<file path="config.mk">
export PLATFORM = sky130hd
export DESIGN_NAME = sd_cmd_phy
export DESIGN_NICKNAME = d
export VERILOG_FILES = /design/src/common/sd_pkg.sv /design/src/rtl/sd_crc7.sv /design/src/cmd_rx/sd_cmd_rx.sv /design/src/resp_tx/sd_resp_tx.sv /design/src/rtl/sd_cmd_phy.sv
export SDC_FILE = /design/constraint.sdc
export NUM_CORES = 1
export LEC_CHECK = 0
export BUFFER_PORTS_ARGS = -buffer_cell sky130_fd_sc_hd__buf_2
export CORE_MARGIN = 4
export CORE_UTILIZATION = 35
export DETAILED_ROUTE_END_ITERATION = 12
export PLACE_DENSITY_LB_ADDON = 0.12
export SETUP_SLACK_MARGIN = 0.4
export SLEW_MARGIN = 10
export SYNTH_ARGS = -nofsm -noshare
export SYNTH_HDL_FRONTEND = slang
export SYNTH_SLANG_ARGS = --single-unit
</file>
<file path="constraint.sdc">
create_clock -name sd_clk -period 4.2 [get_ports sd_clk]
set_input_delay 0.42 -clock sd_clk [delete_from_list [all_inputs] [get_ports sd_clk]]
set_output_delay 0.42 -clock sd_clk [all_outputs]
set_load 0.03 [all_outputs]
</file>
<file path="src/common/sd_pkg.sv">
// shared widths, response type codes and command word layout for the sd cmd phy and its testbench
`default_nettype none

package sd_pkg;

   // host command frame on the CMD line
   localparam int CMD_BITS = 48;

   // long response width, also the width of the response input
   localparam int RESP_BITS = 136;

   // R1, R1b, R3, R6 and R7 all use the short frame
   localparam int SHORT_RESP_BITS = 48;

   // crc7 used on every CMD line frame
   localparam int CRC7_W = 7;

   // feedback taps for x^7 + x^3 + 1, the x^7 term is implied by the shift
   localparam logic [CRC7_W-1:0] CRC7_POLY = 7'h09;

   // response type codes driven by the link layer
   localparam int RESP_TYPE_W = 4;

   localparam logic [RESP_TYPE_W-1:0] RESP_R1  = 4'd1;
   localparam logic [RESP_TYPE_W-1:0] RESP_R1B = 4'd2;
   localparam logic [RESP_TYPE_W-1:0] RESP_R2  = 4'd3;
   localparam logic [RESP_TYPE_W-1:0] RESP_R3  = 4'd4;
   localparam logic [RESP_TYPE_W-1:0] RESP_R6  = 4'd5;
   localparam logic [RESP_TYPE_W-1:0] RESP_R7  = 4'd6;

   // received command word
   // raw is the shift register view, f splits the same bits into the frame fields
   typedef union packed {
      logic [CMD_BITS-1:0] raw;
      struct packed {
         // always 0 on a valid frame
         logic              start_bit;
         // 1 for host to card
         logic              trans_bit;
         logic [5:0]        index;
         logic [31:0]       arg;
         logic [CRC7_W-1:0] crc;
         // always 1 on a valid frame
         logic              end_bit;
      } f;
   } cmd_word_u;

endpackage

`default_nettype wire

</file>
<file path="src/rtl/sd_crc7.sv">
// serial crc7 generator, cleared per frame and advanced one bit per clock by rx and tx
`default_nettype none
`timescale 1ns/10ps

module sd_crc7 (
   input  wire                       sd_clk,
   input  wire                       rst_i,
   input  wire                       clear_i,
   input  wire                       shift_i,
   input  wire                       bit_i,
   output logic [sd_pkg::CRC7_W-1:0] crc_o
);

   logic feedback;

   // msb out xor new bit feeds taps 0 and 3
   assign feedback = bit_i ^ crc_o[sd_pkg::CRC7_W-1];

   always_ff @(posedge sd_clk) begin
      if (rst_i) begin
         crc_o <= '0;
      end else if (clear_i) begin
         crc_o <= '0;
      end else if (shift_i) begin
         if (feedback) begin
            crc_o <= {crc_o[sd_pkg::CRC7_W-2:0], 1'b0} ^ sd_pkg::CRC7_POLY;
         end else begin
            crc_o <= {crc_o[sd_pkg::CRC7_W-2:0], 1'b0};
         end
      end
   end

endmodule

`default_nettype wire

</file>
<file path="src/cmd_rx/sd_cmd_rx.sv">
// command receiver, waits out power-up then shifts in 48-bit host commands and checks crc7
`default_nettype none
`timescale 1ns/10ps

module sd_cmd_rx #(
   parameter int WAKE_CYCLES = 60
) (
   input  wire         sd_clk,
   input  wire         rst_i,
   input  wire         cmd_i,
   input  wire         cmd_oe_i,
   input  wire         crc_disable_i,
   output logic [5:0]  cmd_index_o,
   output logic [31:0] cmd_arg_o,
   output logic        cmd_crc_ok_o,
   output logic        cmd_valid_o
);

   localparam int WAKE_W = $clog2(WAKE_CYCLES + 1);
   localparam int CNT_W  = $clog2(sd_pkg::CMD_BITS);
   // start bit, transmission bit, index and argument
   localparam int CRC_SPAN = sd_pkg::CMD_BITS - sd_pkg::CRC7_W - 1;

   localparam logic [1:0] ST_WAIT_HIGH = 2'd0;
   localparam logic [1:0] ST_WAKE      = 2'd1;
   localparam logic [1:0] ST_IDLE      = 2'd2;
   localparam logic [1:0] ST_READ      = 2'd3;

   logic [1:0]                state_q;
   logic [WAKE_W-1:0]         wake_cnt;
   logic [CNT_W-1:0]          bit_cnt;
   logic                      cmd_last;
   logic                      start_det;
   logic                      last_bit;
   logic                      crc_adv;
   logic [sd_pkg::CRC7_W-1:0] crc_calc;
   sd_pkg::cmd_word_u         cmd_q;
   sd_pkg::cmd_word_u         cmd_next;

   // falling edge on CMD while we are not driving it ourselves
   assign start_det = (state_q == ST_IDLE) && !cmd_i && cmd_last && !cmd_oe_i;
   assign last_bit  = (state_q == ST_READ) && (bit_cnt == CNT_W'(sd_pkg::CMD_BITS - 1));

   // start bit is zero and leaves a cleared crc unchanged, so bits 1..39 are enough
   assign crc_adv = (state_q == ST_READ) && (bit_cnt < CNT_W'(CRC_SPAN));

   // word as it stands once the current bit is in
   always_comb begin
      cmd_next.raw = {cmd_q.raw[sd_pkg::CMD_BITS-2:0], cmd_i};
   end

   sd_crc7 u_crc (
      .sd_clk  (sd_clk),
      .rst_i   (rst_i),
      .clear_i (start_det),
      .shift_i (crc_adv),
      .bit_i   (cmd_i),
      .crc_o   (crc_calc)
   );

   always_ff @(posedge sd_clk) begin
      if (rst_i) begin
         state_q     <= ST_WAIT_HIGH;
         wake_cnt    <= '0;
         bit_cnt     <= '0;
         cmd_last    <= 1'b0;
         cmd_valid_o <= 1'b0;
      end else begin
         cmd_last    <= cmd_i;
         cmd_valid_o <= 1'b0;
         case (state_q)
            ST_WAIT_HIGH: begin
               // host has not started clocking with CMD high yet
               if (cmd_i) begin
                  wake_cnt <= '0;
                  state_q  <= ST_WAKE;
               end
            end
            ST_WAKE: begin
               if (wake_cnt == WAKE_W'(WAKE_CYCLES - 1)) begin
                  state_q <= ST_IDLE;
               end else begin
                  wake_cnt <= wake_cnt + 1'b1;
               end
            end
            ST_IDLE: begin
               if (start_det) begin
                  bit_cnt <= CNT_W'(1);
                  state_q <= ST_READ;
               end
            end
            default: begin
               if (last_bit) begin
                  // card to host frames are not commands
                  cmd_valid_o <= cmd_next.f.trans_bit;
                  state_q     <= ST_IDLE;
               end else begin
                  bit_cnt <= bit_cnt + 1'b1;
               end
            end
         endcase
      end
   end

   always_ff @(posedge sd_clk) begin
      if (start_det) begin
         cmd_q.raw <= '0;
      end else if (state_q == ST_READ) begin
         cmd_q.raw <= cmd_next.raw;
      end
      if (last_bit) begin
         cmd_index_o  <= cmd_next.f.index;
         cmd_arg_o    <= cmd_next.f.arg;
         cmd_crc_ok_o <= crc_disable_i || (cmd_next.f.crc == crc_calc);
      end
   end

endmodule

`default_nettype wire

</file>
<file path="src/resp_tx/sd_resp_tx.sv">
// response transmitter, serializes 48 or 136 bit responses on CMD with crc7 and end bit
`default_nettype none
`timescale 1ns/10ps

module sd_resp_tx (
   input  wire                            sd_clk,
   input  wire                            rst_i,
   input  wire                            resp_act_i,
   input  wire [sd_pkg::RESP_BITS-1:0]    resp_i,
   input  wire [sd_pkg::RESP_TYPE_W-1:0]  resp_type_i,
   output logic                           cmd_o,
   output logic                           cmd_oe_o,
   output logic                           resp_done_o
);

   localparam int CNT_W = $clog2(sd_pkg::RESP_BITS);

   localparam logic [1:0] ST_IDLE  = 2'd0;
   localparam logic [1:0] ST_PRE   = 2'd1;
   localparam logic [1:0] ST_WRITE = 2'd2;
   localparam logic [1:0] ST_DONE  = 2'd3;

   logic [1:0]                       state_q;
   logic [CNT_W-1:0]                 bit_cnt;
   logic [sd_pkg::RESP_BITS-1:0]     resp_q;
   logic [sd_pkg::RESP_TYPE_W-1:0]   type_q;
   logic [CNT_W-1:0]                 last_idx;
   logic [CNT_W-1:0]                 crc_lo;
   logic [CNT_W-1:0]                 crc_first;
   logic [CNT_W-1:0]                 crc_off;
   logic                             fixed_crc;
   logic                             latch;
   logic                             crc_adv;
   logic                             tx_bit;
   logic [sd_pkg::CRC7_W-1:0]        crc_calc;

   assign latch = (state_q == ST_IDLE) && resp_act_i;

   // frame length and crc span per response type
   always_comb begin
      last_idx  = CNT_W'(sd_pkg::SHORT_RESP_BITS - 1);
      crc_lo    = '0;
      fixed_crc = 1'b0;
      case (type_q)
         sd_pkg::RESP_R2: begin
            // long response skips the 8 header bits
            last_idx = CNT_W'(sd_pkg::RESP_BITS - 1);
            crc_lo   = CNT_W'(8);
         end
         sd_pkg::RESP_R3: begin
            fixed_crc = 1'b1;
         end
         sd_pkg::RESP_R1, sd_pkg::RESP_R1B, sd_pkg::RESP_R6, sd_pkg::RESP_R7: begin
            fixed_crc = 1'b0;
         end
         default: begin
            fixed_crc = 1'b0;
         end
      endcase
   end

   assign crc_first = last_idx - CNT_W'(sd_pkg::CRC7_W);
   assign crc_adv   = (state_q == ST_WRITE) && (bit_cnt >= crc_lo) && (bit_cnt < crc_first);

   // position inside the crc field, msb first
   assign crc_off = last_idx - CNT_W'(1) - bit_cnt;

   always_comb begin
      if (bit_cnt == last_idx) begin
         tx_bit = 1'b1;
      end else if (bit_cnt >= crc_first) begin
         tx_bit = fixed_crc ? 1'b1 : crc_calc[crc_off[2:0]];
      end else begin
         tx_bit = resp_q[sd_pkg::RESP_BITS-1];
      end
   end

   sd_crc7 u_crc (
      .sd_clk  (sd_clk),
      .rst_i   (rst_i),
      .clear_i (latch),
      .shift_i (crc_adv),
      .bit_i   (resp_q[sd_pkg::RESP_BITS-1]),
      .crc_o   (crc_calc)
   );

   always_ff @(posedge sd_clk) begin
      if (rst_i) begin
         state_q     <= ST_IDLE;
         bit_cnt     <= '0;
         cmd_o       <= 1'b1;
         cmd_oe_o    <= 1'b0;
         resp_done_o <= 1'b0;
      end else begin
         resp_done_o <= 1'b0;
         case (state_q)
            ST_IDLE: begin
               if (resp_act_i) begin
                  state_q <= ST_PRE;
               end
            end
            ST_PRE: begin
               bit_cnt <= '0;
               state_q <= ST_WRITE;
            end
            ST_WRITE: begin
               cmd_oe_o <= 1'b1;
               cmd_o    <= tx_bit;
               if (bit_cnt == last_idx) begin
                  state_q <= ST_DONE;
               end else begin
                  bit_cnt <= bit_cnt + 1'b1;
               end
            end
            default: begin
               // release the line, the host drives the pull-up level again
               cmd_oe_o    <= 1'b0;
               cmd_o       <= 1'b1;
               resp_done_o <= 1'b1;
               state_q     <= ST_IDLE;
            end
         endcase
      end
   end

   always_ff @(posedge sd_clk) begin
      if (latch) begin
         resp_q <= resp_i;
         type_q <= resp_type_i;
      end else if (state_q == ST_WRITE) begin
         resp_q <= {resp_q[sd_pkg::RESP_BITS-2:0], 1'b1};
      end
   end

endmodule

`default_nettype wire

</file>
<file path="src/rtl/sd_cmd_phy.sv">
// top of the sd CMD line phy, joins command receiver and response transmitter on one pin
`default_nettype none
`timescale 1ns/10ps

module sd_cmd_phy #(
   parameter int WAKE_CYCLES = 60
) (
   input  wire                            sd_clk,
   input  wire                            rst_i,

   // CMD pin
   input  wire                            cmd_i,
   output logic                           cmd_o,
   output logic                           cmd_oe_o,

   // received commands
   input  wire                            crc_disable_i,
   output logic [5:0]                     cmd_index_o,
   output logic [31:0]                    cmd_arg_o,
   output logic                           cmd_crc_ok_o,
   output logic                           cmd_valid_o,

   // responses from the link layer
   input  wire                            resp_act_i,
   input  wire [sd_pkg::RESP_BITS-1:0]    resp_i,
   input  wire [sd_pkg::RESP_TYPE_W-1:0]  resp_type_i,
   output logic                           resp_done_o
);

   // high while the transmitter owns the CMD line
   logic cmd_oe;

   assign cmd_oe_o = cmd_oe;

   sd_cmd_rx #(
      .WAKE_CYCLES (WAKE_CYCLES)
   ) u_cmd_rx (
      .sd_clk        (sd_clk),
      .rst_i         (rst_i),
      .cmd_i         (cmd_i),
      .cmd_oe_i      (cmd_oe),
      .crc_disable_i (crc_disable_i),
      .cmd_index_o   (cmd_index_o),
      .cmd_arg_o     (cmd_arg_o),
      .cmd_crc_ok_o  (cmd_crc_ok_o),
      .cmd_valid_o   (cmd_valid_o)
   );

   sd_resp_tx u_resp_tx (
      .sd_clk      (sd_clk),
      .rst_i       (rst_i),
      .resp_act_i  (resp_act_i),
      .resp_i      (resp_i),
      .resp_type_i (resp_type_i),
      .cmd_o       (cmd_o),
      .cmd_oe_o    (cmd_oe),
      .resp_done_o (resp_done_o)
   );

endmodule

`default_nettype wire

</file>
==> results.ini, run 1 <==
[outcome]
status=finished, final reports clean

[final_layout]
fill_cells=2890
finalNonFillerCells=1410
final_cell_mix=187 x buf_2, 179 x edfxtp_1, 136 x mux2_2, 119 x nand2_1, 89 x dfxtp_1
final_util=0.433
layout_commonest_cell=buf_2
drive_above_1_share=0.385
nets=1142
syn2layout_area_growth_pct=21.6

[global_route]
busiest_layer=met2
track_usage=0.123
grt_pass1_vias=6713
grt_pass1_wl_mm=34.8
grt_start_max_net_pins=142
met1_usage=0.167
met2_usage=0.180
grt_overflow_total=0
grtUsageMet3=0.0608
antenna_found_initial=16

[timing]
fin_crit_ns=2.41
period_share=0.573
worst_pin_slew_ns=0.816
hold_ws_ns=0.0647
slew_headroom=0.456
drv_slew=0
fin_skew_ns=0.0101
fin_tns_setup_ns=0
hold_viol_final=0
setup_viol=0
rsz0062_at_grt=no
max_freq_ghz=0.415

[flow_run]
cap_violations=0

[drt]
drc=0
vias=6628
vias_per_cell=4.70
drtIter0Drc=333
ant_nets=0
wire_per_inst_um=15.3
dr.pass1.iters=4
wirelength_mm=21.6

[placed_design]
hpwl_mm=13.9
io_buffers=187
post-place-cells=1349
place.gp.congestion=0.699

[cts]
ctsResizeCount=0
cts_max_level=1
tritoncts=built
insertion_delay_ns=0.54
clkSinkCount=268
cts_hold_buf=0
cts_root_buf=clkbuf_16
clk_path_buf_depth=3
cts_made_buffers=30
cts_setup_buffers=0
clk_pin_slew_ns=0.06

[yosys]
async_flop_share=0
synth_area_per_cell_um2=13.7
yosys.area.top_type=edfxtp_1
synth.area.top_cells=edfxtp_1 49%, dfxtp_1 16%, mux2_2 14%, nand2_1 4.1%, a21oi_1 2.8%
yosys.cell_types.count=59
yosys_warnings=0
synth_edf_count=179
synth_flop_cell=edfxtp_1
ys_seq_area_frac=0.655
syn_nets=956
netlist_area_mm2=0.0109
yosysTopAreaCellShare=0.492
ys_ff_latch=268
synthCells=799

[die]
core_area_mm2=0.0307
die_y_um=185
boundaryPins=188
die_w_um=185
start_util=0.356
row_count=64
dieArea_mm2=0.0341

[critical_path]
cpLargestDelayFamily=simple AND/OR/NAND/NOR gates
worstSetupEndpointType=register
cp_cell_sequence=nor2_1 -> nand3_1 -> inv_1 -> ha_1 -> a211o_1 -> a221oi_2 -> and3_1 -> mux2i_1
crit_buf_inv=1
critPathLaunchType=register
worstPathRequired_ns=4.66
cp_max_fo=7
cp_slowest_cell=and3_1
cp.arrival_ns=2.87
crit_type=reg -> reg
critPathMaxStageDelay_ns=0.46

[power_and_ir_drop]
power_w=0.00870
power_density_mw_per_mm2=656
p_leak_nw=5.08
ir_worst_vdd_v=0.000405

[hold_path]
worstHoldPathType=in -> reg

## worst reg2reg max path, cell delays in order, from the launching register on
cell	delay, ns
edfxtp_1	0.37
nor2_1	0.11
nand3_1	0.14
inv_1	0.11
ha_1	0.25
a211o_1	0.32
a221oi_2	0.35
and3_1	0.46
mux2i_1	0.23
## worst paths after layout
kind,cells after the start,from,slack [ns],to
setup / recovery,8,u_resp_tx.type_q[2]$_DFFE_PP_,1.79,u_resp_tx.u_crc.crc_o[2]$_SDFFE_PP0P_
hold / removal,1,resp_type_i[0],0.06,u_resp_tx.type_q[0]$_DFFE_PP_
setup reg to reg,8,u_resp_tx.type_q[2]$_DFFE_PP_,1.79,u_resp_tx.u_crc.crc_o[2]$_SDFFE_PP0P_
hold reg to reg,2,u_cmd_rx.cmd_q[45]$_SDFFE_PP0P_,0.45,u_cmd_rx.cmd_q[45]$_SDFFE_PP0P_
## kinds of logic after synthesis
group	after synthesis	share of synthesized area
and+or+nand+nor	200	0.0840
xor gates and xnor gates	21	0.0168
DFF	268	0.655
AOI/OAI and AO/OA	97	0.0544
muxes	150	0.154
adders and majority gates	12	0.0137
buffers and inverters	51	0.0215
## power by group
part	switching (W)	leakage, nW	internal [W]
logic	0.000873	2.17	0.000901
registers	0.000248	2.42	0.00403
clock network	0.00106	0.486	0.00159
total	0.00218	5.08	0.00652
## layout make-up
class,count,area (µm²),area share
antenna,5,12.5,0.000942
sequential,268,7160,0.539
tap,396,495,0.0373
inverter,10,37.5,0.00283
clock inverter,23,224,0.0169
timing repair buffer,195,1020,0.0769
multi-input combinational,480,3550,0.267
clock buffer,33,783,0.0590
## registers in the layout, indices dropped and copies added, names as in the netlist, 2 cells and up
| register | cells |
|---|---|
| u_resp_tx.resp_q | 136 |
| u_cmd_rx.u_crc.crc_o | 7 |
| u_cmd_rx.state_q | 2 |
| u_cmd_rx.bit_cnt | 6 |
| u_cmd_rx.cmd_index_o | 6 |
| u_cmd_rx.cmd_q | 46 |
| u_resp_tx.bit_cnt | 8 |
| u_resp_tx.u_crc.crc_o | 7 |
| u_resp_tx.type_q | 4 |
| u_cmd_rx.cmd_arg_o | 32 |
| u_resp_tx.state_q | 2 |
| u_cmd_rx.wake_cnt | 6 |
## per-stage QoR
stage	instance area [µm²]	worst slack [ns]
floorplan	10900	0.702
global placement	12300	1.84
detailed placement	12300	1.80
CTS	13300	1.77
global route	13300	1.58
finish	13300	1.79
## cells in the mapped netlist (all sizes together) (2+ instances only)
master / instances
xor2: 6
a2111oi: 2
and2: 5
nor3: 7
nor3b: 2
or2: 2
a21o: 3
o2111ai: 2
nor2: 24
o21ai: 7
nand4b: 3
mux2: 136
edfxtp: 179
nand2b: 5
o21a: 2
a41o: 2
clkbuf: 12
nor4: 3
nand4: 4
buf: 29
inv: 10
dfxtp: 89
ha: 12
a21oi: 62
and4b: 2
mux2i: 13
xnor2: 15
nor2b: 2
nand3: 11
nand2: 119
a211oi: 6
a311oi: 2
and3: 2
## routing by layer
| layer | part of all wire | vias to the layer above |
|---|---|---|
| met5 | 0.0069 | - |
| met4 | 0.020 | 24 |
| met3 | 0.098 | 52 |
| met2 | 0.43 | 159 |
| met1 | 0.45 | 3085 |
| li1 | - | 3308 |
No activity file was read; power rests on OpenSTA's default activity.
==> inputs of run 2 (changes only) <==
Clock period 4.2 ns to 2.3 ns, I/O delays scaled along.
==> run 2 against run 1 <==
  * Clock power increased by 82%
  * Global-route usage increased by 1.3 points
  * Combinational power increased by 130%
  * Count of clock-buffer cells in the layout increased by 7
  * Power increased by 92%
  * Via count increased by 12%
  * First-iteration DRC count decreased by 12%
  * Critical path depth increased by 1
  * Sequential share of layout area decreased by 6.7 points
  * Core utilization increased by 6.2 points
  * Worst hold slack improved by 0.037 ns
  * Register-to-register slack got worse by 1.6 ns
  * Highest routed layer is now met4
==> results.ini, run 2 (synthesized netlist as in run 1, its figures left out) <==
[outcome]
status=finished, final reports clean

[die]
start_util=0.356  ; unchanged
die_y_um=185  ; unchanged
dieArea_mm2=0.0341  ; unchanged
die_w_um=185  ; unchanged
boundaryPins=188  ; unchanged
core_area_mm2=0.0307  ; unchanged
row_count=64  ; unchanged

[power_and_ir_drop]
power_w=0.0167  ; +92%
clkPwrFrac=0.288  ; -0.016
power_frac_seq=0.468  ; -0.024
switchingPower_w=0.00425  ; +95%
switching_share=0.254  ; +0.00323
p_comb_frac=0.243  ; +0.039
p_leak_nw=5.87  ; +15%
ir_worst_vdd_v=0.000553  ; +37%
p_int_w=0.0125  ; +91%
power_density_mw_per_mm2=1100  ; +68%

[drt]
wire_per_inst_um=15.2  ; -0.84%
vias=7431  ; +12%
dr.pass1.iters=5  ; +1
drtIter0Drc=292  ; -12%
vias_per_cell=4.70  ; about the same
drc=0  ; unchanged
wirelength_mm=24.0  ; +11%
ant_nets=0  ; unchanged

[cts]
clk_path_buf_depth=3  ; unchanged
cts_root_buf=clkbuf_16
clkSinkCount=268  ; unchanged
insertion_delay_ns=0.55  ; about the same
tritoncts=built
clk_pin_slew_ns=0.06  ; about the same
cts_max_level=1  ; unchanged
cts_made_buffers=30  ; unchanged

[global_route]
grt_pass1_wl_mm=38.6  ; +11%
grt_start_max_net_pins=43  ; -70%
track_usage=0.137  ; +0.0134
antenna_found_initial=4  ; -12
grt_overflow_total=0  ; unchanged
grt_pass1_vias=7402  ; +10%

[final_layout]
reg_top3=u_resp_tx.resp_q x136, u_cmd_rx.cmd_q x46, u_cmd_rx.cmd_arg_o x32
largest_reg_flops=136  ; unchanged
final_cell_mix=187 x buf_2, 179 x edfxtp_1, 142 x dlygate4sd3_1, 136 x mux2_2, 119 x nand2_1
syn2layout_area_growth_pct=39.0
layout_commonest_cell=buf_2
regArea_mm2=0.00716  ; about the same
nets=1313  ; +15%
multi_input_area_mm2=0.00369  ; +4.1%
finalNonFillerCells=1580  ; +12%
drive_above_1_share=0.371  ; -0.0134
fill_cells=2693  ; -6.8%
largest_register=u_resp_tx.resp_q

[hold_path]
worstHoldPathType=in -> reg

[critical_path]
critPathLaunchType=register
r2r_slack_ns=0.18  ; -1.61 ns
crit_type=reg -> reg
cp.arrival_ns=2.59  ; -0.28 ns
worstPathRequired_ns=2.77  ; -1.89 ns
cp_max_fo=7  ; unchanged
worstSetupEndpointType=register

[timing]
rsz0062_at_grt=yes
max_freq_ghz=0.471  ; +13%
period_share=0.923  ; +0.349
setup_viol=0  ; unchanged
drv_slew=0  ; unchanged
fin_skew_ns=0.0166  ; +0.00645 ns
fin_tns_setup_ns=0  ; unchanged
fin_crit_ns=2.12  ; -0.286 ns
worst_pin_slew_ns=0.557  ; -0.260 ns
hold_viol_final=0  ; unchanged
hold_ws_ns=0.101  ; +0.0367 ns
slew_headroom=0.627  ; +0.172

[placed_design]
post-place-cells=1362  ; +0.96%
place.gp.congestion=0.730  ; +4.4%
io_buffers=187  ; unchanged
hpwl_mm=14.9  ; +7.1%

[flow_run]
cap_violations=0  ; unchanged

-- run 2: cell types whose count changed in the layout (fill, tap and decap cells not counted), sizes merged --
cell	before	now
or2	2	3
diode	5	4
clkinv	16	11
inv	10	11
buf	195	221
dlygate4sd3	0	142
clkinvlp	3	2
bufinv	4	2
clkbuf	33	40
and2	5	7
-- run 2: power by group through the flow --
stage	registers, W	clock network [W]	logic, W
6_report	0.00784	0.00482	0.00407
5_1_grt	0.00800	0.00522	0.00447
4_1_cts	0.00786	0.00500	0.00395
3_5_place_dp	0.00792	0	0.00367
3_3_place_gp	0.00793	0	0.00364
2_1_floorplan	0.00778	0	0.00267
-- run 2: worst max-delay path: stages, from the launching register on --
cell	delay [ns]
edfxtp_1	0.39
nor2_1	0.14
nand3_2	0.10
inv_2	0.09
ha_4	0.20
a211o_1	0.32
a221oi_4	0.29
and3_4	0.23
buf_12	0.12
mux2i_1	0.17
-- run 2: final cells by class --
cell class / count / area share
tap: 396 / 0.0326
timing repair buffer: 363 / 0.182
clock inverter: 16 / 0.00972
sequential: 268 / 0.472
clock buffer: 40 / 0.0574
inverter: 10 / 0.00247
antenna: 4 / 0.000659
multi-input combinational: 483 / 0.243
-- run 2: per-stage QoR --
| step | cell area (µm²) | worst slack, ns | utilization |
|---|---|---|---|
| after floorplan | 11000 | -0.193 | - |
| after global placement | 12500 | 0.145 | 0.409 |
| after global routing | 15200 | 0.0405 | 0.495 |
| after detailed placement | 12500 | 0.116 | 0.409 |
| after CTS | 15100 | 0.181 | 0.491 |
| final | 15200 | 0.178 | 0.495 |
-- run 2: routing by layer --
| metal | vias up | wire [µm] | GRT usage | part of all wire |
|---|---|---|---|---|
| met4 | 0 | 465 | 0.0326 | 0.019 |
| met3 | 41 | 1560 | 0.0361 | 0.065 |
| met5 | - | 0 | 0 | 0 |
| li1 | 3661 | - | - | - |
| met1 | 3545 | 11200 | 0.195 | 0.47 |
| met2 | 184 | 10800 | 0.210 | 0.45 |
-- run 2: path summary, 6_finish.rpt --
path | start | to | depth (start not counted)
max | u_resp_tx.type_q[3]$_DFFE_PP_ | u_resp_tx.u_crc.crc_o[6]$_SDFFE_PP0P_ | 9
min | rst_i | u_cmd_rx.state_q[1]$_SDFFE_PP0P_ | 2
max reg2reg | u_resp_tx.type_q[3]$_DFFE_PP_ | u_resp_tx.u_crc.crc_o[6]$_SDFFE_PP0P_ | 9
min reg2reg | u_cmd_rx.cmd_q[45]$_SDFFE_PP0P_ | u_cmd_rx.cmd_q[45]$_SDFFE_PP0P_ | 2
-- run 2: repair_timing --
action / CTS / global route
hold buffers: 142 / 0
setup endpoints to repair: 197 / 187
setup buffers: 2 / 11
gates resized for setup: 9 / 4
gates cloned: 1 / 2
endpoints found under the hold margin: 143 / 0
pin swaps: 9 / 2
==> inputs of run 3 (changes only) <==
Settings changed: RECOVER_POWER set to 100.
==> run 3 against run 2 <==
  * Cell area is 1.4% lower
  * Largest power group unchanged
  * Sequential cell count did not move
  * Largest cell class unchanged
  * Critical path depth decreased by 4
  * Setup slack got worse by 0.0034 ns
  * Power down 1.6%
  * Clock power barely moved
  * Combinational power is 6.6% lower
==> results.ini, run 3 (synthesized netlist as in run 1, its figures left out) <==
[outcome]
status=finished, final reports clean

[drt]
drc=0  ; unchanged
drtIter0Drc=315  ; +7.9%
vias=7421  ; -0.13%
wire_per_inst_um=15.2  ; +0.29%
ant_nets=0  ; unchanged
dr.pass1.iters=6  ; +1
wirelength_mm=24.1  ; +0.29%
vias_per_cell=4.70  ; -0.13%

[cts]
clk_path_buf_depth=3  ; unchanged
insertion_delay_ns=0.55  ; about the same
cts_root_buf=clkbuf_16
clkSinkCount=268  ; unchanged
clk_pin_slew_ns=0.06  ; about the same
cts_max_level=1  ; unchanged
tritoncts=built
cts_made_buffers=30  ; unchanged

[die]
boundaryPins=188  ; unchanged
row_count=64  ; unchanged
dieArea_mm2=0.0341  ; unchanged
die_y_um=185  ; unchanged
start_util=0.356  ; unchanged
core_area_mm2=0.0307  ; unchanged
die_w_um=185  ; unchanged

[timing]
rsz0062_at_grt=yes
slew_headroom=0.436  ; -0.192
drv_slew=0  ; unchanged
fin_crit_ns=2.13  ; +0.00338 ns
worst_pin_slew_ns=0.846  ; +0.289 ns
period_share=0.924  ; +0.00147
max_freq_ghz=0.470  ; -0.16%
setup_viol=0  ; unchanged
fin_skew_ns=0.0184  ; +0.00184 ns
hold_viol_final=0  ; unchanged

[final_layout]
largest_register=u_resp_tx.resp_q
largest_reg_flops=136  ; unchanged
syn2layout_area_growth_pct=37.0
final_cell_mix=179 x edfxtp_1, 143 x buf_2, 142 x dlygate4sd3_1, 136 x mux2_2, 119 x nand2_1
layout_commonest_cell=edfxtp_1
reg_top3=u_resp_tx.resp_q x136, u_cmd_rx.cmd_q x46, u_cmd_rx.cmd_arg_o x32
finalInstanceArea_mm2=0.0150  ; -1.4%
final_util=0.488  ; -0.00702
drive_above_1_share=0.325  ; -0.0458
nets=1313  ; unchanged

[critical_path]
regToRegEndpoint=u_resp_tx.resp_q[24]$_DFFE_PP_
critPathLaunchType=register
worstPathRequired_ns=2.59  ; -0.18 ns
cp_max_fo=42  ; +35
crit_type=reg -> reg
worstSetupEndpointType=register
rr_worst_depth=5  ; -4
r2r_slack_ns=0.17  ; about the same
cp.arrival_ns=2.42  ; -0.17 ns
worstReg2RegStart=u_resp_tx.state_q[0]$_SDFFE_PP0P_

[power_and_ir_drop]
switching_share=0.255  ; +0.00120
p_int_w=0.0123  ; -1.7%
power_w=0.0165  ; -1.6%
ir_worst_vdd_v=0.000553  ; +0.11%
power_frac_seq=0.477  ; +0.009
p_leak_nw=5.69  ; -3.1%
switchingPower_w=0.00421  ; -1.1%
power_density_mw_per_mm2=1100  ; -0.16%
clkPwrFrac=0.293  ; +0.005
p_comb_frac=0.231  ; -0.012

[placed_design]
place.gp.congestion=0.730  ; unchanged
hpwl_mm=14.9  ; unchanged
place_area_mm2=0.0125  ; unchanged
io_buffers=187  ; unchanged

[hold_path]
min_path_cells=2  ; unchanged
min_to=u_cmd_rx.state_q[1]$_SDFFE_PP0P_
worstHoldPathType=in -> reg
min_from=rst_i

[flow_run]
cap_violations=0  ; unchanged

[global_route]
grt_overflow_total=0  ; unchanged
grt_pass1_vias=7402  ; unchanged
grt_pass1_wl_mm=38.6  ; unchanged
track_usage=0.137  ; unchanged
antenna_found_initial=4  ; unchanged
grt_start_max_net_pins=43  ; unchanged

-- run 3: final cells by class --
| type | instances | area (µm²) |
|---|---|---|
| inverters | 10 | 37.5 |
| fillers | 2727 | 15700 |
| clock buffers | 40 | 871 |
| repair buffers | 363 | 2570 |
| flip-flops and latches | 268 | 7160 |
| clock inverters | 16 | 148 |
| multi-input cells | 483 | 3670 |
| diodes | 4 | 10.0 |
| well taps | 396 | 495 |
-- run 3: repair_timing --
item,in CTS,in global routing
hold endpoints to repair,143,0
setup buffers,2,11
resized for setup,9,4
pin swaps,9,2
hold buffers,142,0
setup endpoints to repair,197,187
cloned,1,2
-- run 3: stage by stage --
step	std cells	setup WS, ns	hold slack (ns)	setup TNS (ns)
after floorplan	799	-0.193	0.329	-26.28
after global placement	1362	0.145	0.413	0
after detailed placement	1362	0.116	0.410	0
after CTS	1563	0.181	0.0725	0
after global routing	1580	0.0207	0.113	0
final	1580	0.174	0.102	0
-- run 3: metal layers --
layer  track usage  share of wire
met1         0.195           0.46
met2         0.210           0.45
met3        0.0361          0.068
met4        0.0326          0.019
met5             0              0
-- run 3: worst max-delay path, cell delays in order, from the launching register on --
cell and delay [ns]:
dfxtp_1 0.32, inv_1 0.13, ha_4 0.22, and2_4 0.24
clkbuf_4 0.54, mux2_2 0.42
-- run 3: how the worst max path moves through the flow --
| stage | start | cells past startpoint | slack [ns] | to |
|---|---|---|---|---|
| 6_report | u_resp_tx.state_q[0]$_SDFFE_PP0P_ | 5 | 0.17 | u_resp_tx.resp_q[24]$_DFFE_PP_ |
| 2_1_floorplan | u_resp_tx.state_q[1]$_SDFFE_PP0P_ | 7 | -0.19 | u_resp_tx.resp_q[0]$_SDFFCE_PN1P_ |
| 3_3_place_gp | u_resp_tx.type_q[3]$_DFFE_PP_ | 9 | 0.15 | u_resp_tx.u_crc.crc_o[0]$_SDFFE_PP0P_ |
| 5_1_grt | u_resp_tx.type_q[3]$_DFFE_PP_ | 10 | 0.02 | u_resp_tx.cmd_o$_SDFFE_PP1N_ |
| 4_1_cts | u_resp_tx.type_q[2]$_DFFE_PP_ | 9 | 0.18 | u_resp_tx.u_crc.crc_o[6]$_SDFFE_PP0P_ |
| 3_5_place_dp | u_resp_tx.type_q[3]$_DFFE_PP_ | 9 | 0.12 | u_resp_tx.u_crc.crc_o[0]$_SDFFE_PP0P_ |
-- run 3: power groups by stage --
| stage | Sequential [W] | Clock (W) | Combinational (W) |
|---|---|---|---|
| 6_report | 0.00785 | 0.00483 | 0.00380 |
| 2_1_floorplan | 0.00778 | 0 | 0.00267 |
| 3_5_place_dp | 0.00792 | 0 | 0.00367 |
| 4_1_cts | 0.00786 | 0.00500 | 0.00395 |
| 3_3_place_gp | 0.00793 | 0 | 0.00364 |
| 5_1_grt | 0.00801 | 0.00522 | 0.00419 |
